File: src/source/soc_bus_pkg.sv
package soc_bus_pkg;

	//============================================================
	// Bus word types

	typedef logic [31:0] addr_t;
	typedef logic [31:0] data_t;

	// Top address nibble selects the region
	typedef logic [3:0] region_t;

	// Address bits 27 down to 2
	typedef logic [25:0] word_index_t;

	// Bus owner, same codes as the fault type
	typedef enum logic [1:0] {
		REQ_NONE = 2'd0,
		REQ_IBUS = 2'd1,
		REQ_DBUS = 2'd2,
		REQ_DMA  = 2'd3
	} requester_e;

	typedef enum logic {
		ARB_IDLE,
		ARB_BUSY
	} arb_state_e;

	//============================================================
	// Memory map

	localparam region_t REGION_RAM   = 4'h1;
	localparam region_t REGION_SDRAM = 4'h2;

	localparam int WORD_LSB = 2;

	localparam int RAM_WORDS     = 512;
	localparam int SDRAM_WORDS   = 4096;
	localparam int RAM_LATENCY   = 1;
	localparam int SDRAM_LATENCY = 16;

endpackage

File: src/source/bus_arbiter.sv
`timescale 1ns/1ns

module bus_arbiter import soc_bus_pkg::*; (
	input  logic       i_clock,
	input  logic       i_arst_n,

	// Instruction port, read only
	input  logic       i_ibus_request,
	input  addr_t      i_ibus_address,
	output logic       o_ibus_ready,
	output data_t      o_ibus_rdata,

	// Data port
	input  logic       i_dbus_request,
	input  logic       i_dbus_rw,
	input  addr_t      i_dbus_address,
	input  data_t      i_dbus_wdata,
	output logic       o_dbus_ready,
	output data_t      o_dbus_rdata,

	// DMA port
	input  logic       i_dma_request,
	input  logic       i_dma_rw,
	input  addr_t      i_dma_address,
	input  data_t      i_dma_wdata,
	output logic       o_dma_ready,
	output data_t      o_dma_rdata,

	// Shared bus
	output logic       o_bus_request,
	output logic       o_bus_rw,
	output addr_t      o_bus_address,
	output data_t      o_bus_wdata,
	output requester_e o_bus_owner,
	input  logic       i_bus_ready,
	input  data_t      i_bus_rdata
);

	arb_state_e state;
	requester_e grant;
	logic       done;

	// Fixed priority, instruction fetch first
	always_comb begin
		if (i_ibus_request)
			grant = REQ_IBUS;
		else if (i_dbus_request)
			grant = REQ_DBUS;
		else if (i_dma_request)
			grant = REQ_DMA;
		else
			grant = REQ_NONE;
	end

	assign done = (state == ARB_BUSY) && i_bus_ready;

	always_ff @(posedge i_clock or negedge i_arst_n) begin
		if (!i_arst_n) begin
			state         <= ARB_IDLE;
			o_bus_request <= 1'b0;
			o_bus_owner   <= REQ_NONE;
		end else if (state == ARB_IDLE) begin
			if (grant != REQ_NONE) begin
				state         <= ARB_BUSY;
				o_bus_request <= 1'b1;
				o_bus_owner   <= grant;
			end
		end else if (i_bus_ready) begin
			state         <= ARB_IDLE;
			o_bus_request <= 1'b0;
			o_bus_owner   <= REQ_NONE;
		end
	end

	// Winner's fields latched onto the bus at grant
	always_ff @(posedge i_clock) begin
		if (state == ARB_IDLE) begin
			case (grant)
				REQ_IBUS: begin
					o_bus_rw      <= 1'b0;
					o_bus_address <= i_ibus_address;
					o_bus_wdata   <= '0;
				end
				REQ_DBUS: begin
					o_bus_rw      <= i_dbus_rw;
					o_bus_address <= i_dbus_address;
					o_bus_wdata   <= i_dbus_wdata;
				end
				REQ_DMA: begin
					o_bus_rw      <= i_dma_rw;
					o_bus_address <= i_dma_address;
					o_bus_wdata   <= i_dma_wdata;
				end
				default: ;
			endcase
		end
	end

	// Return path goes to the owner only
	assign o_ibus_ready = done && (o_bus_owner == REQ_IBUS);
	assign o_dbus_ready = done && (o_bus_owner == REQ_DBUS);
	assign o_dma_ready  = done && (o_bus_owner == REQ_DMA);

	assign o_ibus_rdata = (o_bus_owner == REQ_IBUS) ? i_bus_rdata : '0;
	assign o_dbus_rdata = (o_bus_owner == REQ_DBUS) ? i_bus_rdata : '0;
	assign o_dma_rdata  = (o_bus_owner == REQ_DMA) ? i_bus_rdata : '0;

endmodule

File: config.mk
export PLATFORM = sky130hd
export DESIGN_NAME = bus_arbiter
export DESIGN_NICKNAME = d
export VERILOG_FILES = /design/src/source/soc_bus_pkg.sv /design/src/source/bus_arbiter.sv
export SDC_FILE = /design/constraint.sdc
export NUM_CORES = 1
export LEC_CHECK = 0
export BUFFER_PORTS_ARGS = -buffer_cell sky130_fd_sc_hd__buf_2
export CAP_MARGIN = 20
export CORE_AREA = 5 5 138 140
export DETAILED_ROUTE_END_ITERATION = 10
export DIE_AREA = 0 0 143 145
export SLEW_MARGIN = 10
export SYNTH_ARGS = -nofsm -noshare
export SYNTH_HDL_FRONTEND = slang
export SYNTH_SLANG_ARGS = --single-unit
File: constraint.sdc
create_clock -name i_clock -period 3.4 [get_ports i_clock]
set_input_delay 0.34 -clock i_clock [delete_from_list [all_inputs] [get_ports i_clock]]
set_output_delay 0.34 -clock i_clock [all_outputs]
set_load 0.02 [all_outputs]
==> results.ini <==
[global_routing]
grt_pass1_wl_mm = 24.2
grt_max_degree = 101
grt_overflow = 0
grtUsageTotal_pct = 14.7
grt_pass1_vias = 4292
grt_antenna_before_repair = 2

[synth]
synthMuxAreaShare_pct = 0
synth_area_sq_um = 4090
synth_area_leaders = edfxtp_1 (48%), and2_1 (9.8%), nor3_1 (8.0%)
synth_edf_count = 65
ys_warn_count = 0
synth_top_cell_by_area = edfxtp_1
synthSimpleGateAreaFrac_pct = 32.4
synth-seq-cells = 69
synth_top_area_share_pct = 47.7
syn_avg_cell_area_sq_um = 9.64
synth_common_cells = edfxtp_1 (65), nor3_1 (65), and2_1 (64)
synth.yosys.seq_area_share_pct = 50.2
synth-compound-area-share_pct = 12.1
syn-num-nets = 624
synthCells = 424
synth_xor_area_share_pct = 0
synth_cell_types = 23
synth_top_family_by_area = simple AND/OR/NAND/NOR gates
async_flop_share_pct = 5.80
synth_top_flop_cell = edfxtp_1
synth_fa_ha_area_share_pct = 0

[cells_and_area]
diodes = 0
regArea_sq_um = 2050
drive_above_1_share_pct = 50.8
syn2layout_area_growth_pct = 56.9
nets = 968
multi_input_area_sq_um = 1820
post-route-cell-area_sq_um = 6420
num-fill-cells = 1851

[pwr]
p_leak_nw = 3.21
p_per_area_nw_per_um2 = 437
ir_worst_vdd_mv = 0.225

[timing]
final_max_slew_viol_count = 0
relSlewSlack_pct = 37.9
finalHoldViolCount = 0
skew_ns = 0.00382
setup_viol = 0
fmax_mhz = 413
period_minus_slack_ns = 2.42
fin_crit_sh_pct = 71.2
rsz0062_at_grt = false
finalSetupTns_ns = 0
worst_pin_slew_ns = 0.932

[place]
place_congestion = 0.861
dpl_cell_area_sq_um = 6080
hpwl_mm = 12.8
port_buffers = 366

[route]
wirelength_mm = 16.1
ant_nets = 0
first_pass_iters = 4
routed_via_density = 4.53
wl_per_cell_microns = 16.1
drc_errors = 0
dr_total_vias = 4543
dr.first_iter.drc_count = 165

[clocking]
insertion_delay_ns = 0.33
path_clk_slew_ns = 0.06
clockBufferDepth = 2
cts_root_buf = clkbuf_16
post_cts_buffers = 0
h-tree-depth = 3
cts.sinks = 69
cts_inserted_buffers = 9
cts_tree = built

[floorplanning]
dieHeight_microns = 145
die_x_microns = 143
num_rows = 49
die_area_sq_um = 20700
core-area_sq_um = 17700
io-pin-count = 367
start_util_pct = 23.1

[setup_path]
cp_max_fo = 39
cp.arrival_ns = 2.08
crit_path_end_kind = output pin
critPathSlowestCell = dfrtp_1
path_cells = nor2b_1 -> buf_4 -> and2_1 -> buf_2
critPathBufInv = 2
required_ns = 3.06
max_stage_delay_ns = 0.93
crit_type = reg -> out
cp-start-kind = flop
crit_family = flip-flops

[run_status]
status = finished clean

[hold_path]
min_path_type = in -> reg

[job]
maxCapViolations = 0

-- what timing repair did --
item / 4_1_cts / 5_1_grt
hold buffers: 1 / 0
setup endpoints to repair: 0 / 0
resized for setup: 0 / 0
endpoints found under the hold margin: 4 / 0
-- state kept, by name, indices dropped and copies added, names as in the netlist --
signal / flops
o_bus_address: 32
o_bus_owner: 2
o_bus_request: 1
o_bus_rw: 1
o_bus_wdata: 32
state: 1
-- final cells by class --
cell class / count / area share [%]
flip-flops and latches: 69 / 32.0
repair buffers: 376 / 29.9
multi-input cells: 311 / 28.4
well taps: 229 / 4.46
clock buffers: 9 / 3.51
clock inverters: 7 / 1.66
inverters: 1 / 0.0585
-- power by group --
part           switching, W  internal [W]
logic              0.000444      0.000281
registers         0.0000390       0.00102
clock network      0.000371      0.000654
-- path summary, 6_finish.rpt --
check / start / to / slack (ns) / cells past startpoint
worst min register to register: o_bus_request / o_bus_request / 0.48 / 1
max in group asynchronous: i_arst_n / o_bus_owner[0] / 2.91 / 2
worst max register to register: state / o_bus_address[21] / 1.60 / 3
worst min-delay path: i_bus_ready / o_bus_owner[1] / 0.25 / 2
worst max-delay path: o_bus_owner[0] / o_ibus_rdata[28] / 0.98 / 4
min in group asynchronous: i_arst_n / o_bus_request / 0.36 / 2
-- placed cells by master, fill, tap and decap left out, types with 2 or more instances in the layout --
master / count
o22ai_1: 32
a22oi_1: 33
inv_6: 2
and2_1: 64
nand2b_1: 3
nor2b_1: 34
dfrtp_1: 4
edfxtp_1: 65
clkinv_4: 2
clkbuf_16: 9
bufinv_16: 2
buf_2: 366
nor3_1: 65
nor2_1: 36
nand2_1: 3
and3_1: 32
buf_4: 8
-- cell families (layout without fill, tap and decap cells) --
logic type,after synthesis,in the layout
AOI/OAI and AO/OA,71,71
buffers and inverters,44,393
DFF,69,69
and+or+nand+nor,240,240
-- metal layers --
| metal | GRT usage (%) | share of wire, % | vias up |
|---|---|---|---|
| met5 | 0 | 0.13 | - |
| met2 | 25.4 | 50 | 196 |
| met1 | 17.8 | 40 | 2076 |
| met3 | 4.15 | 8.4 | 26 |
| li1 | - | - | 2241 |
| met4 | 4.18 | 1.5 | 4 |
-- stage by stage --
stage	hold WS [ns]	power (W)	util [%]	setup slack [ns]	instances
after global placement	0.157	0.00180	34.3	1.34	985
final	0.247	0.00281	36.2	0.979	1002
after CTS	0.223	0.00286	36.2	0.966	1002
after detailed placement	0.159	0.00181	34.3	1.32	985
after floorplan	0.0444	0.00148	-	0.782	424
after global routing	0.240	0.00295	36.2	0.769	1002
(Power assumes the default switching activity.)
