<file path="src/source/soc_bus_pkg.sv">
package soc_bus_pkg;

	//============================================================
	// Bus word types

	typedef logic [31:0] addr_t;
	typedef logic [31:0] data_t;

	// Top address nibble selects the region
	typedef logic [3:0] region_t;

	// Address bits 27 down to 2
	typedef logic [25:0] word_index_t;

	// Bus owner, same codes as the fault type
	typedef enum logic [1:0] {
		REQ_NONE = 2'd0,
		REQ_IBUS = 2'd1,
		REQ_DBUS = 2'd2,
		REQ_DMA  = 2'd3
	} requester_e;

	typedef enum logic {
		ARB_IDLE,
		ARB_BUSY
	} arb_state_e;

	//============================================================
	// Memory map

	localparam region_t REGION_RAM   = 4'h1;
	localparam region_t REGION_SDRAM = 4'h2;

	localparam int WORD_LSB = 2;

	localparam int RAM_WORDS     = 512;
	localparam int SDRAM_WORDS   = 4096;
	localparam int RAM_LATENCY   = 1;
	localparam int SDRAM_LATENCY = 16;

endpackage

</file>
<file path="src/source/bus_response.sv">
`timescale 1ns/1ns

module bus_response import soc_bus_pkg::*; (
	input  logic       i_clock,
	input  logic       i_arst_n,
	input  logic       i_ram_ready,
	input  data_t      i_ram_rdata,
	input  logic       i_sdram_ready,
	input  data_t      i_sdram_rdata,
	input  logic       i_unmapped_request,
	input  addr_t      i_bus_address,
	input  requester_e i_bus_owner,
	output logic       o_bus_ready,
	output data_t      o_bus_rdata,
	output logic       o_bus_fault,
	output addr_t      o_fault_address,
	output requester_e o_fault_source
);

	logic unmapped_ready;
	logic answered;
	logic unmapped_first;

	// First cycle of an unmapped access
	assign unmapped_first = i_unmapped_request && !unmapped_ready && !answered;

	always_ff @(posedge i_clock or negedge i_arst_n) begin
		if (!i_arst_n) begin
			unmapped_ready <= 1'b0;
			answered       <= 1'b0;
		end else begin
			unmapped_ready <= unmapped_first;
			// Stays set while the same request is still on the bus
			answered       <= i_unmapped_request && (answered || unmapped_ready);
		end
	end

	//============================================================
	// Sticky fault record

	always_ff @(posedge i_clock or negedge i_arst_n) begin
		if (!i_arst_n) begin
			o_bus_fault     <= 1'b0;
			o_fault_address <= '0;
			o_fault_source  <= REQ_NONE;
		end else if (unmapped_first) begin
			o_bus_fault     <= 1'b1;
			o_fault_address <= i_bus_address;
			o_fault_source  <= i_bus_owner;
		end
	end

	//============================================================
	// Merged return

	assign o_bus_ready = i_ram_ready | i_sdram_ready | unmapped_ready;

	// Unmapped reads come back as zero
	assign o_bus_rdata =
		i_ram_ready   ? i_ram_rdata   :
		i_sdram_ready ? i_sdram_rdata :
		'0;

endmodule

</file>
<file path="config.mk">
export PLATFORM = sky130hd
export DESIGN_NAME = bus_response
export DESIGN_NICKNAME = d
export VERILOG_FILES = /design/src/source/soc_bus_pkg.sv /design/src/source/bus_response.sv
export SDC_FILE = /design/constraint.sdc
export NUM_CORES = 1
export LEC_CHECK = 0
export ABC_AREA = 0
export BUFFER_PORTS_ARGS = -buffer_cell sky130_fd_sc_hd__buf_4
export CELL_PAD_IN_SITES_DETAIL_PLACEMENT = 2
export CELL_PAD_IN_SITES_GLOBAL_PLACEMENT = 2
export CORE_ASPECT_RATIO = 1.1
export CORE_MARGIN = 5
export CORE_UTILIZATION = 20
export CTS_CLUSTER_SIZE = 10
export DETAILED_ROUTE_END_ITERATION = 16
export PLACE_DENSITY = 0.8
export SYNTH_ARGS = -nofsm -noshare
export SYNTH_HDL_FRONTEND = slang
export SYNTH_SLANG_ARGS = --single-unit
</file>
<file path="constraint.sdc">
create_clock -name i_clock -period 1.6 [get_ports i_clock]
set_input_delay 0.16 -clock i_clock [delete_from_list [all_inputs] [get_ports i_clock]]
set_output_delay 0.16 -clock i_clock [all_outputs]
set_load 0.1 [all_outputs]
</file>
==> results of run 1 <==
-- cells in the final DEF (no fill, tap or decap), drive strengths merged --
master	synthesis	layout
mux2	34	34
or3	1	1
a22o	30	30
nor3b	1	1
or2	1	1
dfrtp	37	37
clkinv	0	1
dlygate4sd3	0	1
clkbuf	3	7
nor2b	1	1
o21ai	2	2
buf	8	173
o21a	1	1
nand2	4	4
-- registers in the layout, indices dropped and copies added (netlist names) --
name and flops:
o_bus_fault 1, unmapped_ready 1, answered 1, o_fault_address 32
o_fault_source 2
-- cell type report --
class	count	area [µm²]
fill	967	5590
timing repair buffer	174	1330
sequential	37	926
multi-input combinational	75	825
tap	114	143
clock buffer	7	96.3
clock inverter	1	5.00
-- worst register-to-register path, cell delays in order (launching register included) --
cell     delay (ns)
dfrtp_1        0.42
nor3b_4        0.24
buf_12         0.28
mux2_2         0.40
-- cells by family (layout without fill, tap and decap cells) --
family | after synthesis | in the layout | synth area share, %
flip-flops | 37 | 37 | 50.2
buffers and inverters | 11 | 182 | 5.56
multiplexers | 34 | 34 | 26.5
AND/OR/NAND/NOR | 8 | 8 | 2.58
AO/OA/AOI/OAI | 33 | 33 | 15.2
-- path summary, 6_finish.rpt --
kind / from / end / slack [ns]
min in group asynchronous: i_arst_n / o_fault_address[28] / 0.38
setup / recovery: unmapped_ready / o_bus_ready / 0.08
max in group asynchronous: i_arst_n / o_fault_address[14] / 0.88
hold reg to reg: o_bus_fault / o_bus_fault / 0.49
hold / removal: i_unmapped_request / answered / 0.1
setup reg to reg: unmapped_ready / o_fault_address[24] / 0.16
-- what timing repair did --
item / in CTS / in global routing
hold buffers: 1 / 0
hold endpoints to repair: 37 / 0
buffers inserted: 0 / 0
gates resized for setup: 0 / 0
-- where the power goes --
part	leakage [nW]	switching [mW]	internal (mW)
Combinational	1.22	2.26	0.804
Clock	0.0542	0.333	0.390
Sequential	0.431	0.128	1.13
Total	1.70	2.72	2.33
-- through the flow --
| stage | utilization, % | power [mW] | hold WS [ns] | setup WS (ns) |
|---|---|---|---|---|
| 3_5_place_dp | 36.1 | 4.36 | 0.165 | 0.148 |
| 2_1_floorplan | - | 3.61 | -0.136 | -0.437 |
| 3_3_place_gp | 36.1 | 4.31 | 0.145 | 0.177 |
| 5_1_grt | 37.3 | 5.23 | 0.0791 | 0.0123 |
| 6_report | 37.3 | 5.05 | 0.0996 | 0.0754 |
| 4_1_cts | 37.3 | 5.12 | 0.0831 | 0.0430 |
-- metal layers --
metal / routed length, µm / vias up / GRT usage (%)
met1: 2630 / 856 / 13.0
li1: - / 800 / -
met4: 90 / 0 / 3.28
met2: 3800 / 129 / 22.6
met3: 1070 / 8 / 5.79
met5: 0 / - / 0
==> impl_metrics.ini, run 1 <==
[cells_and_area]
fin_cells = 408
antenna_cells = 0
area_growth_pct = 80.5
drive_above_1_share_pct = 74.5
nNetsFinal = 396
final_area_um2 = 3330

[clock_network]
cts.htree.levels = 2
cts_tree = built
cts_sinks = 37
clk-insertion-delay-late_ns = 0.28
cts.clk_slew.worst_paths_ns = 0.07
cts_buffers = 5
clock_path_buffers = 2
cts-root-buf = clkbuf_8

[power]
vdd_ir_drop_max_v = 0.000760
power_density_nw_per_um2 = 1520
power_leakage_nw = 1.70

[synthesis]
yosysTopAreaCellShare_pct = 50.2
synth_cell_types = 15
synthesis.area_um2 = 1840
synth_most_common_cell = dfrtp_1
synth_nets = 226
synthTopCellsByArea = dfrtp_1, mux2_4, a22o_1, mux2_2, buf_12
synth-edff-count = 0
yosysSeqAreaShare_pct = 50.2
ys_async_sr_fraction_pct = 100
syn_avg_cell_area_um2 = 15.0
yosysTopAreaCell = dfrtp_1
ys_warn_count = 0
yosys_register_bits = 37
syn_inst = 123
synth-main-ff-cell = dfrtp_1
synth_common_cells = dfrtp_1, a22o_1, mux2_4

[grt]
grt_pass1_wl_um = 11200
first_global_vias = 2006
grt_overflow = 0
grt_max_degree = 38
track_usage_pct = 12.6
antenna_found_initial = 0

[floorplan]
core-area_um2 = 8920
rows = 36
die_y_um = 111
ios = 171
die_x_um = 102
initial_core_util_pct = 20.7
die_area_um2 = 11200

[timing]
setup_violations = 0
post-route-min-period_ns = 1.52
fmax_ghz = 0.656
grt_setup_unrepaired = false
fin_crit_sh_pct = 95.3
setup_tns_ns = 0
slew_headroom_pct = 67.0
hold_viol_final = 0
finClkSkew_ns = 0.00320
worstMarginPinSlew_ns = 0.496
maxSlewViolCount = 0

[hold_path]
hp-class = in2reg
min_path_cells = 2

[route]
drt_wl_total_um = 7590
via_per_inst = 4.39
wl_per_cell_um = 18.6
remaining_drc_errors = 0
vias = 1793
drt_iter0_drc = 42
ant_nets = 0
drt-pass1-iter-count = 4

[placed_design]
gp_congestion = 0.673
dp_cells = 399
portBuffers = 170
dp_hpwl_um = 6060
placed_area_um2 = 3220

[setup_path]
start_kind = register
cp_slowest_cell = dfrtp_1
crit_path_max_incr_delay_ns = 0.42
worstPathMaxFanout = 3
crit_required_ns = 1.44
reg2reg_depth = 3
path_depth = 2
worst-path-buf-inv = 1
cp_cell_sequence = or3_2, buf_4
cp_data_arrival_time_ns = 1.36
crit_family = flip-flops
path_class = reg2out
end_kind = primary output

[run_status]
status = complete, no violations

[flow_run]
drv_cap = 0
No activity file was read; power rests on OpenSTA's default activity.
==> inputs of run 2 (changes only) <==
--- a/config.mk
+++ b/config.mk
@@ -5,13 +5,14 @@
 export SDC_FILE = /design/constraint.sdc
 export NUM_CORES = 1
 export LEC_CHECK = 0
-export ABC_AREA = 0
+export ABC_AREA = 1
 export BUFFER_PORTS_ARGS = -buffer_cell sky130_fd_sc_hd__buf_4
 export CELL_PAD_IN_SITES_DETAIL_PLACEMENT = 2
 export CELL_PAD_IN_SITES_GLOBAL_PLACEMENT = 2
 export CORE_ASPECT_RATIO = 1.1
 export CORE_MARGIN = 5
-export CORE_UTILIZATION = 20
+export CORE_UTILIZATION = 17
+export CTS_BUF_LIST = sky130_fd_sc_hd__clkbuf_8 sky130_fd_sc_hd__clkbuf_16
 export CTS_CLUSTER_SIZE = 10
 export DETAILED_ROUTE_END_ITERATION = 16
 export PLACE_DENSITY = 0.8
==> impl_metrics.ini, run 2 <==
[route]
remaining_drc_errors = 0
vias = 2467
ant_nets = 0
wl_per_cell_um = 16.5
drt_iter0_drc = 66
drt-pass1-iter-count = 4
via_per_inst = 4.30
drt_wl_total_um = 9460

[clock_network]
post-cts-setup-buffers = 0
cts.htree.levels = 2
cts_buffers = 5
clock_path_buffers = 2
post_cts_resized = 0
cts_tree = built
cts_sinks = 37
cts-root-buf = clkbuf_16
cts.clk_slew.worst_paths_ns = 0.06
clk-insertion-delay-late_ns = 0.28

[setup_path]
endpoint = o_bus_ready
r2r-start = unmapped_ready
path_class = reg2out
cp_data_arrival_time_ns = 1.10
start_kind = register
reg2reg_depth = 4
path_depth = 3
crit_path_max_incr_delay_ns = 0.40
crit_start = unmapped_ready
end_kind = primary output
reg2reg_slack_ns = 0.34
crit_required_ns = 1.44
worst-path-buf-inv = 1
regToRegEndpoint = o_fault_address[11]
cp_slowest_cell = dfrtp_1
worstPathMaxFanout = 2
crit_family = flip-flops
cp_cell_sequence = nor2_1, nand2_1, buf_4

[placed_design]
gp_congestion = 0.858
dp_hpwl_um = 7210
portBuffers = 170

[cells_and_area]
largest_register_ffs = 32
area_growth_pct = 80.2
drive_above_1_share_pct = 43.3
top_regs = o_fault_address x32, o_fault_source x2
final_common_cell = buf_4
fillers = 1320
multi_input_area_um2 = 863
regMostFlops = o_fault_address
regArea_um2 = 926
nNetsFinal = 529
antenna_cells = 0
layout_common_cells = buf_4, nand2_1, nand3_1, dfrtp_1, clkbuf_16
utilization_pct = 31.6

[power]
vdd_ir_drop_max_v = 0.000845
power_density_nw_per_um2 = 1490
power_leakage_nw = 1.99
finalPower_mw = 5.18

[floorplan]
ios = 171
die_y_um = 122
rows = 40
die_x_um = 112
core-area_um2 = 11000
initial_core_util_pct = 17.5
die_area_um2 = 13600

[timing]
grt_setup_unrepaired = false
finClkSkew_ns = 0.00551
setup_tns_ns = 0
fmax_ghz = 0.791
worstMarginPinSlew_ns = 0.501
fin_crit_sh_pct = 79.1
post-route-min-period_ns = 1.26
maxSlewViolCount = 0
hold_viol_final = 0
slew_headroom_pct = 66.6
setup_violations = 0

[grt]
track_usage_pct = 13.7
grt_max_degree = 38
first_global_vias = 2747
grt_pass1_wl_um = 14900
grt_overflow = 0
antenna_found_initial = 0

[synthesis]
synthTopCellsByArea = dfrtp_1, nand2_1, nand3_1, buf_2, buf_6
synth_cell_types = 12
yosysTopAreaCellShare_pct = 47.9
syn_avg_cell_area_um2 = 7.26
yosysSeqAreaShare_pct = 47.9
synth_common_cells = nand2_1, nand3_1, dfrtp_1
yosysTopAreaCell = dfrtp_1
synth_most_common_cell = nand2_1
ys_warn_count = 0
yosys_register_bits = 37
syn_inst = 266
ys_async_sr_fraction_pct = 100
synthesis.area_um2 = 1930
synth-edff-count = 0
synth-main-ff-cell = dfrtp_1
synth_nets = 369

[hold_path]
hp-class = in2reg
hp-start = i_bus_address[8]

[run_status]
status = complete, no violations

[flow_run]
drv_cap = 0
## run 2: cell count changes in the layout (fill, tap and decap cells not counted), moves of 2 or more
cell	previous run	this run
a22o_1	30	0
clkbuf_16	0	5
clkbuf_8	7	0
inv_1	0	2
inv_2	0	2
mux2_2	6	0
mux2_4	28	0
nand2_1	4	134
nand3_1	0	66
nor2_1	0	2
o21ai_1	2	0
## run 2: kinds of logic (layout without fill, tap and decap cells)
family,after synthesis,in the layout,share of synthesized area (%)
buf+inv,25,186,7.38
flops,37,37,47.9
simple gates,204,204,44.7
## run 2: worst reg2reg max path: cells and delay by family, from the launching register on
kind	cells	cell delay (ns)
flops	1	0.41
simple gates	3	0.42
buf+inv	1	0.36
## run 2: repair_timing
| item | 4_1_cts | 5_1_grt |
|---|---|---|
| hold endpoints to repair | 37 | 0 |
| hold buffers | 1 | 0 |
| setup endpoints to repair | 0 | 0 |
## run 2: how the worst min path moves through the flow
stage,endpoint,depth (start not counted)
finish,o_fault_address[8],3
global route,o_fault_address[18],3
CTS,o_fault_address[8],3
detailed placement,o_fault_address[7],1
global placement,o_fault_address[10],1
floorplan,answered,0
## run 2: final cells by class
cell class / instances / area share, %
repair buffers: 174 / 38.0
flip-flops and latches: 37 / 26.6
multi-input cells: 204 / 24.8
well taps: 147 / 5.28
clock buffers: 5 / 3.59
clock inverters: 3 / 1.33
inverters: 4 / 0.431
## run 2: per-layer routing
layer  global-route usage [%]  vias to the layer above  routed length (µm)  share of wire (%)
li1                         -                     1163                   -                  -
met1                     16.0                     1147                3940                 42
met2                     22.3                      150                4170                 44
met3                     6.95                        7                1230                 13
met4                     3.50                        0                 109                1.2
met5                        0                        -                   0                  0
## run 2: through the flow
stage | instances | setup WS (ns) | hold WS (ns) | instance area, µm²
global placement | 565 | 0.385 | 0.164 | 3300
floorplan | 266 | 0.157 | -0.136 | 1930
global route | 574 | 0.217 | 0.0992 | 3480
detailed placement | 565 | 0.334 | 0.165 | 3300
CTS | 574 | 0.313 | 0.0982 | 3480
finish | 574 | 0.335 | 0.106 | 3480
## run 2: report_power, final
| group | total [mW] | internal [mW] | switching [mW] |
|---|---|---|---|
| combinational | 2.81 | 0.582 | 2.23 |
| sequential | 1.22 | 1.12 | 0.105 |
| clock | 1.15 | 0.738 | 0.410 |
| total | 5.18 | 2.44 | 2.74 |
==> inputs of run 3 (changes only) <==
==> constraint.sdc (replaced) <==
create_clock -name i_clock -period 1.25 [get_ports i_clock]
set_input_delay 0.125 -clock i_clock [delete_from_list [all_inputs] [get_ports i_clock]]
set_output_delay 0.125 -clock i_clock [all_outputs]
set_load 0.1 [all_outputs]
==> impl_metrics.ini, run 3 (same netlist as run 2, synthesis figures left out) <==
[route]
vias = 2485
wl_per_cell_um = 16.0
via_per_inst = 4.29
ant_nets = 0
drt_wl_total_um = 9250
drt_iter0_drc = 81
remaining_drc_errors = 0
drt-pass1-iter-count = 4

[setup_path]
reg2reg_slack_ns = 0.12
crit_family = flip-flops
cp_slowest_cell = dfrtp_1
regToRegEndpoint = o_fault_address[27]
start_kind = register
worstPathMaxFanout = 2
cp_cell_sequence = nor2_2, nand2_2, buf_6
end_kind = primary output
crit_path_max_incr_delay_ns = 0.42
path_class = reg2out
cp_data_arrival_time_ns = 1.06
worst-path-buf-inv = 1
reg2reg_depth = 4
crit_required_ns = 1.12
r2r-start = unmapped_ready

[power]
combinationalPowerShare_pct = 56.6
power_switching_share_pct = 54.3
pwr-share-seq_pct = 24.7
finalPower_mw = 6.42
pwr-share-clk_pct = 18.7
p_switching_mw = 3.49
power_leakage_nw = 2.00
power_density_nw_per_um2 = 1790
internal_power_mw = 2.93
vdd_ir_drop_max_v = 0.000883

[floorplan]
rows = 40
die_area_um2 = 13600
die_x_um = 112
ios = 171
initial_core_util_pct = 17.5
die_y_um = 122
core-area_um2 = 11000

[timing]
grt_setup_unrepaired = false
setup_tns_ns = 0
fmax_ghz = 0.841
slew_headroom_pct = 66.8
finClkSkew_ns = 0.00272
post-route-min-period_ns = 1.19
setup_violations = 0
worstMarginPinSlew_ns = 0.498
hold_viol_final = 0
maxSlewViolCount = 0
final.setup.worst_slack_ns = 0.0614
fin_crit_sh_pct = 95.1

[placed_design]
gp_congestion = 0.751
dp_hpwl_um = 7410
portBuffers = 170
placed_area_um2 = 3420
pre_cts_ws_ns = 0.0389

[hold_path]
hp-class = in2reg
hp-start = i_bus_address[28]
hold_end = o_fault_address[28]
min_path_cells = 3

[cells_and_area]
top_regs = o_fault_address x32, o_fault_source x2
layout_common_cells = buf_4, nand2_1, nand3_1, dfrtp_1, nand2_2
final_area_um2 = 3580
largest_register_ffs = 32
utilization_pct = 32.5
antenna_cells = 0
nNetsFinal = 534
final_common_cell = buf_4
regMostFlops = o_fault_address
drive_above_1_share_pct = 51.4
area_growth_pct = 85.4
fillers = 1318

[clock_network]
cts_buffers = 5
clock_path_buffers = 2
cts.htree.levels = 2
post-cts-setup-buffers = 0
cts.clk_slew.worst_paths_ns = 0.05
cts-root-buf = clkbuf_16
cts_sinks = 37
clk-insertion-delay-late_ns = 0.28
cts_tree = built

[grt]
grt_max_degree = 38
track_usage_pct = 13.3
first_global_vias = 2748
grt_pass1_wl_um = 14900
antenna_found_initial = 0
grt_overflow = 0

[run_status]
status = complete, no violations

[flow_run]
drv_cap = 0
[run 3: cell count changes in the layout (fill, tap and decap cells not counted), moves of 2 or more]
| cell | delta |
|---|---|
| nand2_1 | -32 |
| nand2_2 | +32 |
| buf_4 | +4 |
| clkinv_2 | +2 |
[run 3: per-layer routing]
layer / wire [µm] / vias up / GRT usage (%)
li1: - / 1171 / -
met1: 3860 / 1176 / 16.3
met2: 4420 / 130 / 22.5
met3: 858 / 8 / 4.47
met4: 108 / 0 / 3.50
met5: 0 / - / 0
[run 3: worst max-delay path by stage]
stage	from	to	slack, ns	cells past startpoint
floorplan	i_ram_ready	o_bus_rdata[30]	0.08	4
global placement	unmapped_ready	o_fault_address[17]	0.12	4
detailed placement	unmapped_ready	o_fault_address[27]	0.04	4
CTS	unmapped_ready	o_bus_ready	0.01	3
global route	unmapped_ready	o_bus_ready	0.01	3
finish	unmapped_ready	o_bus_ready	0.06	3
[run 3: stage by stage]
stage               hold WS, ns  instances
finish                   0.0749        579
global route             0.0842        579
CTS                      0.0729        579
detailed placement        0.127        570
global placement          0.123        570
floorplan                -0.171        266
[run 3: tightest hold or removal path, stage by stage]
cell and delay (ns):
buf_4 0.08, nand3_1 0.06, nand2_1 0.06
[run 3: power by group through the flow]
stage | Clock [mW] | Combinational [mW] | Sequential [mW]
floorplan | 0 | 1.06 | 3.22
global placement | 0 | 3.61 | 1.60
detailed placement | 0 | 3.66 | 1.60
CTS | 1.24 | 3.67 | 1.59
global route | 1.31 | 3.79 | 1.62
finish | 1.20 | 3.64 | 1.59
[run 3: area by class of cell]
class                           instances  area, µm²  area share (%)
Inverter                                4       15.0           0.419
Clock inverter                          3       13.8           0.384
Multi-Input combinational cell        204        955            26.7
Clock buffer                            5        125            3.49
Timing Repair Buffer                  179       1360            38.1
Sequential cell                        37        926            25.9
Tap cell                              147        184            5.14
[run 3: timing repair]
item,4_1_cts,5_1_grt
hold buffers,1,0
hold endpoints to repair,37,0
resized for setup,1,2
setup endpoints to repair,1,15
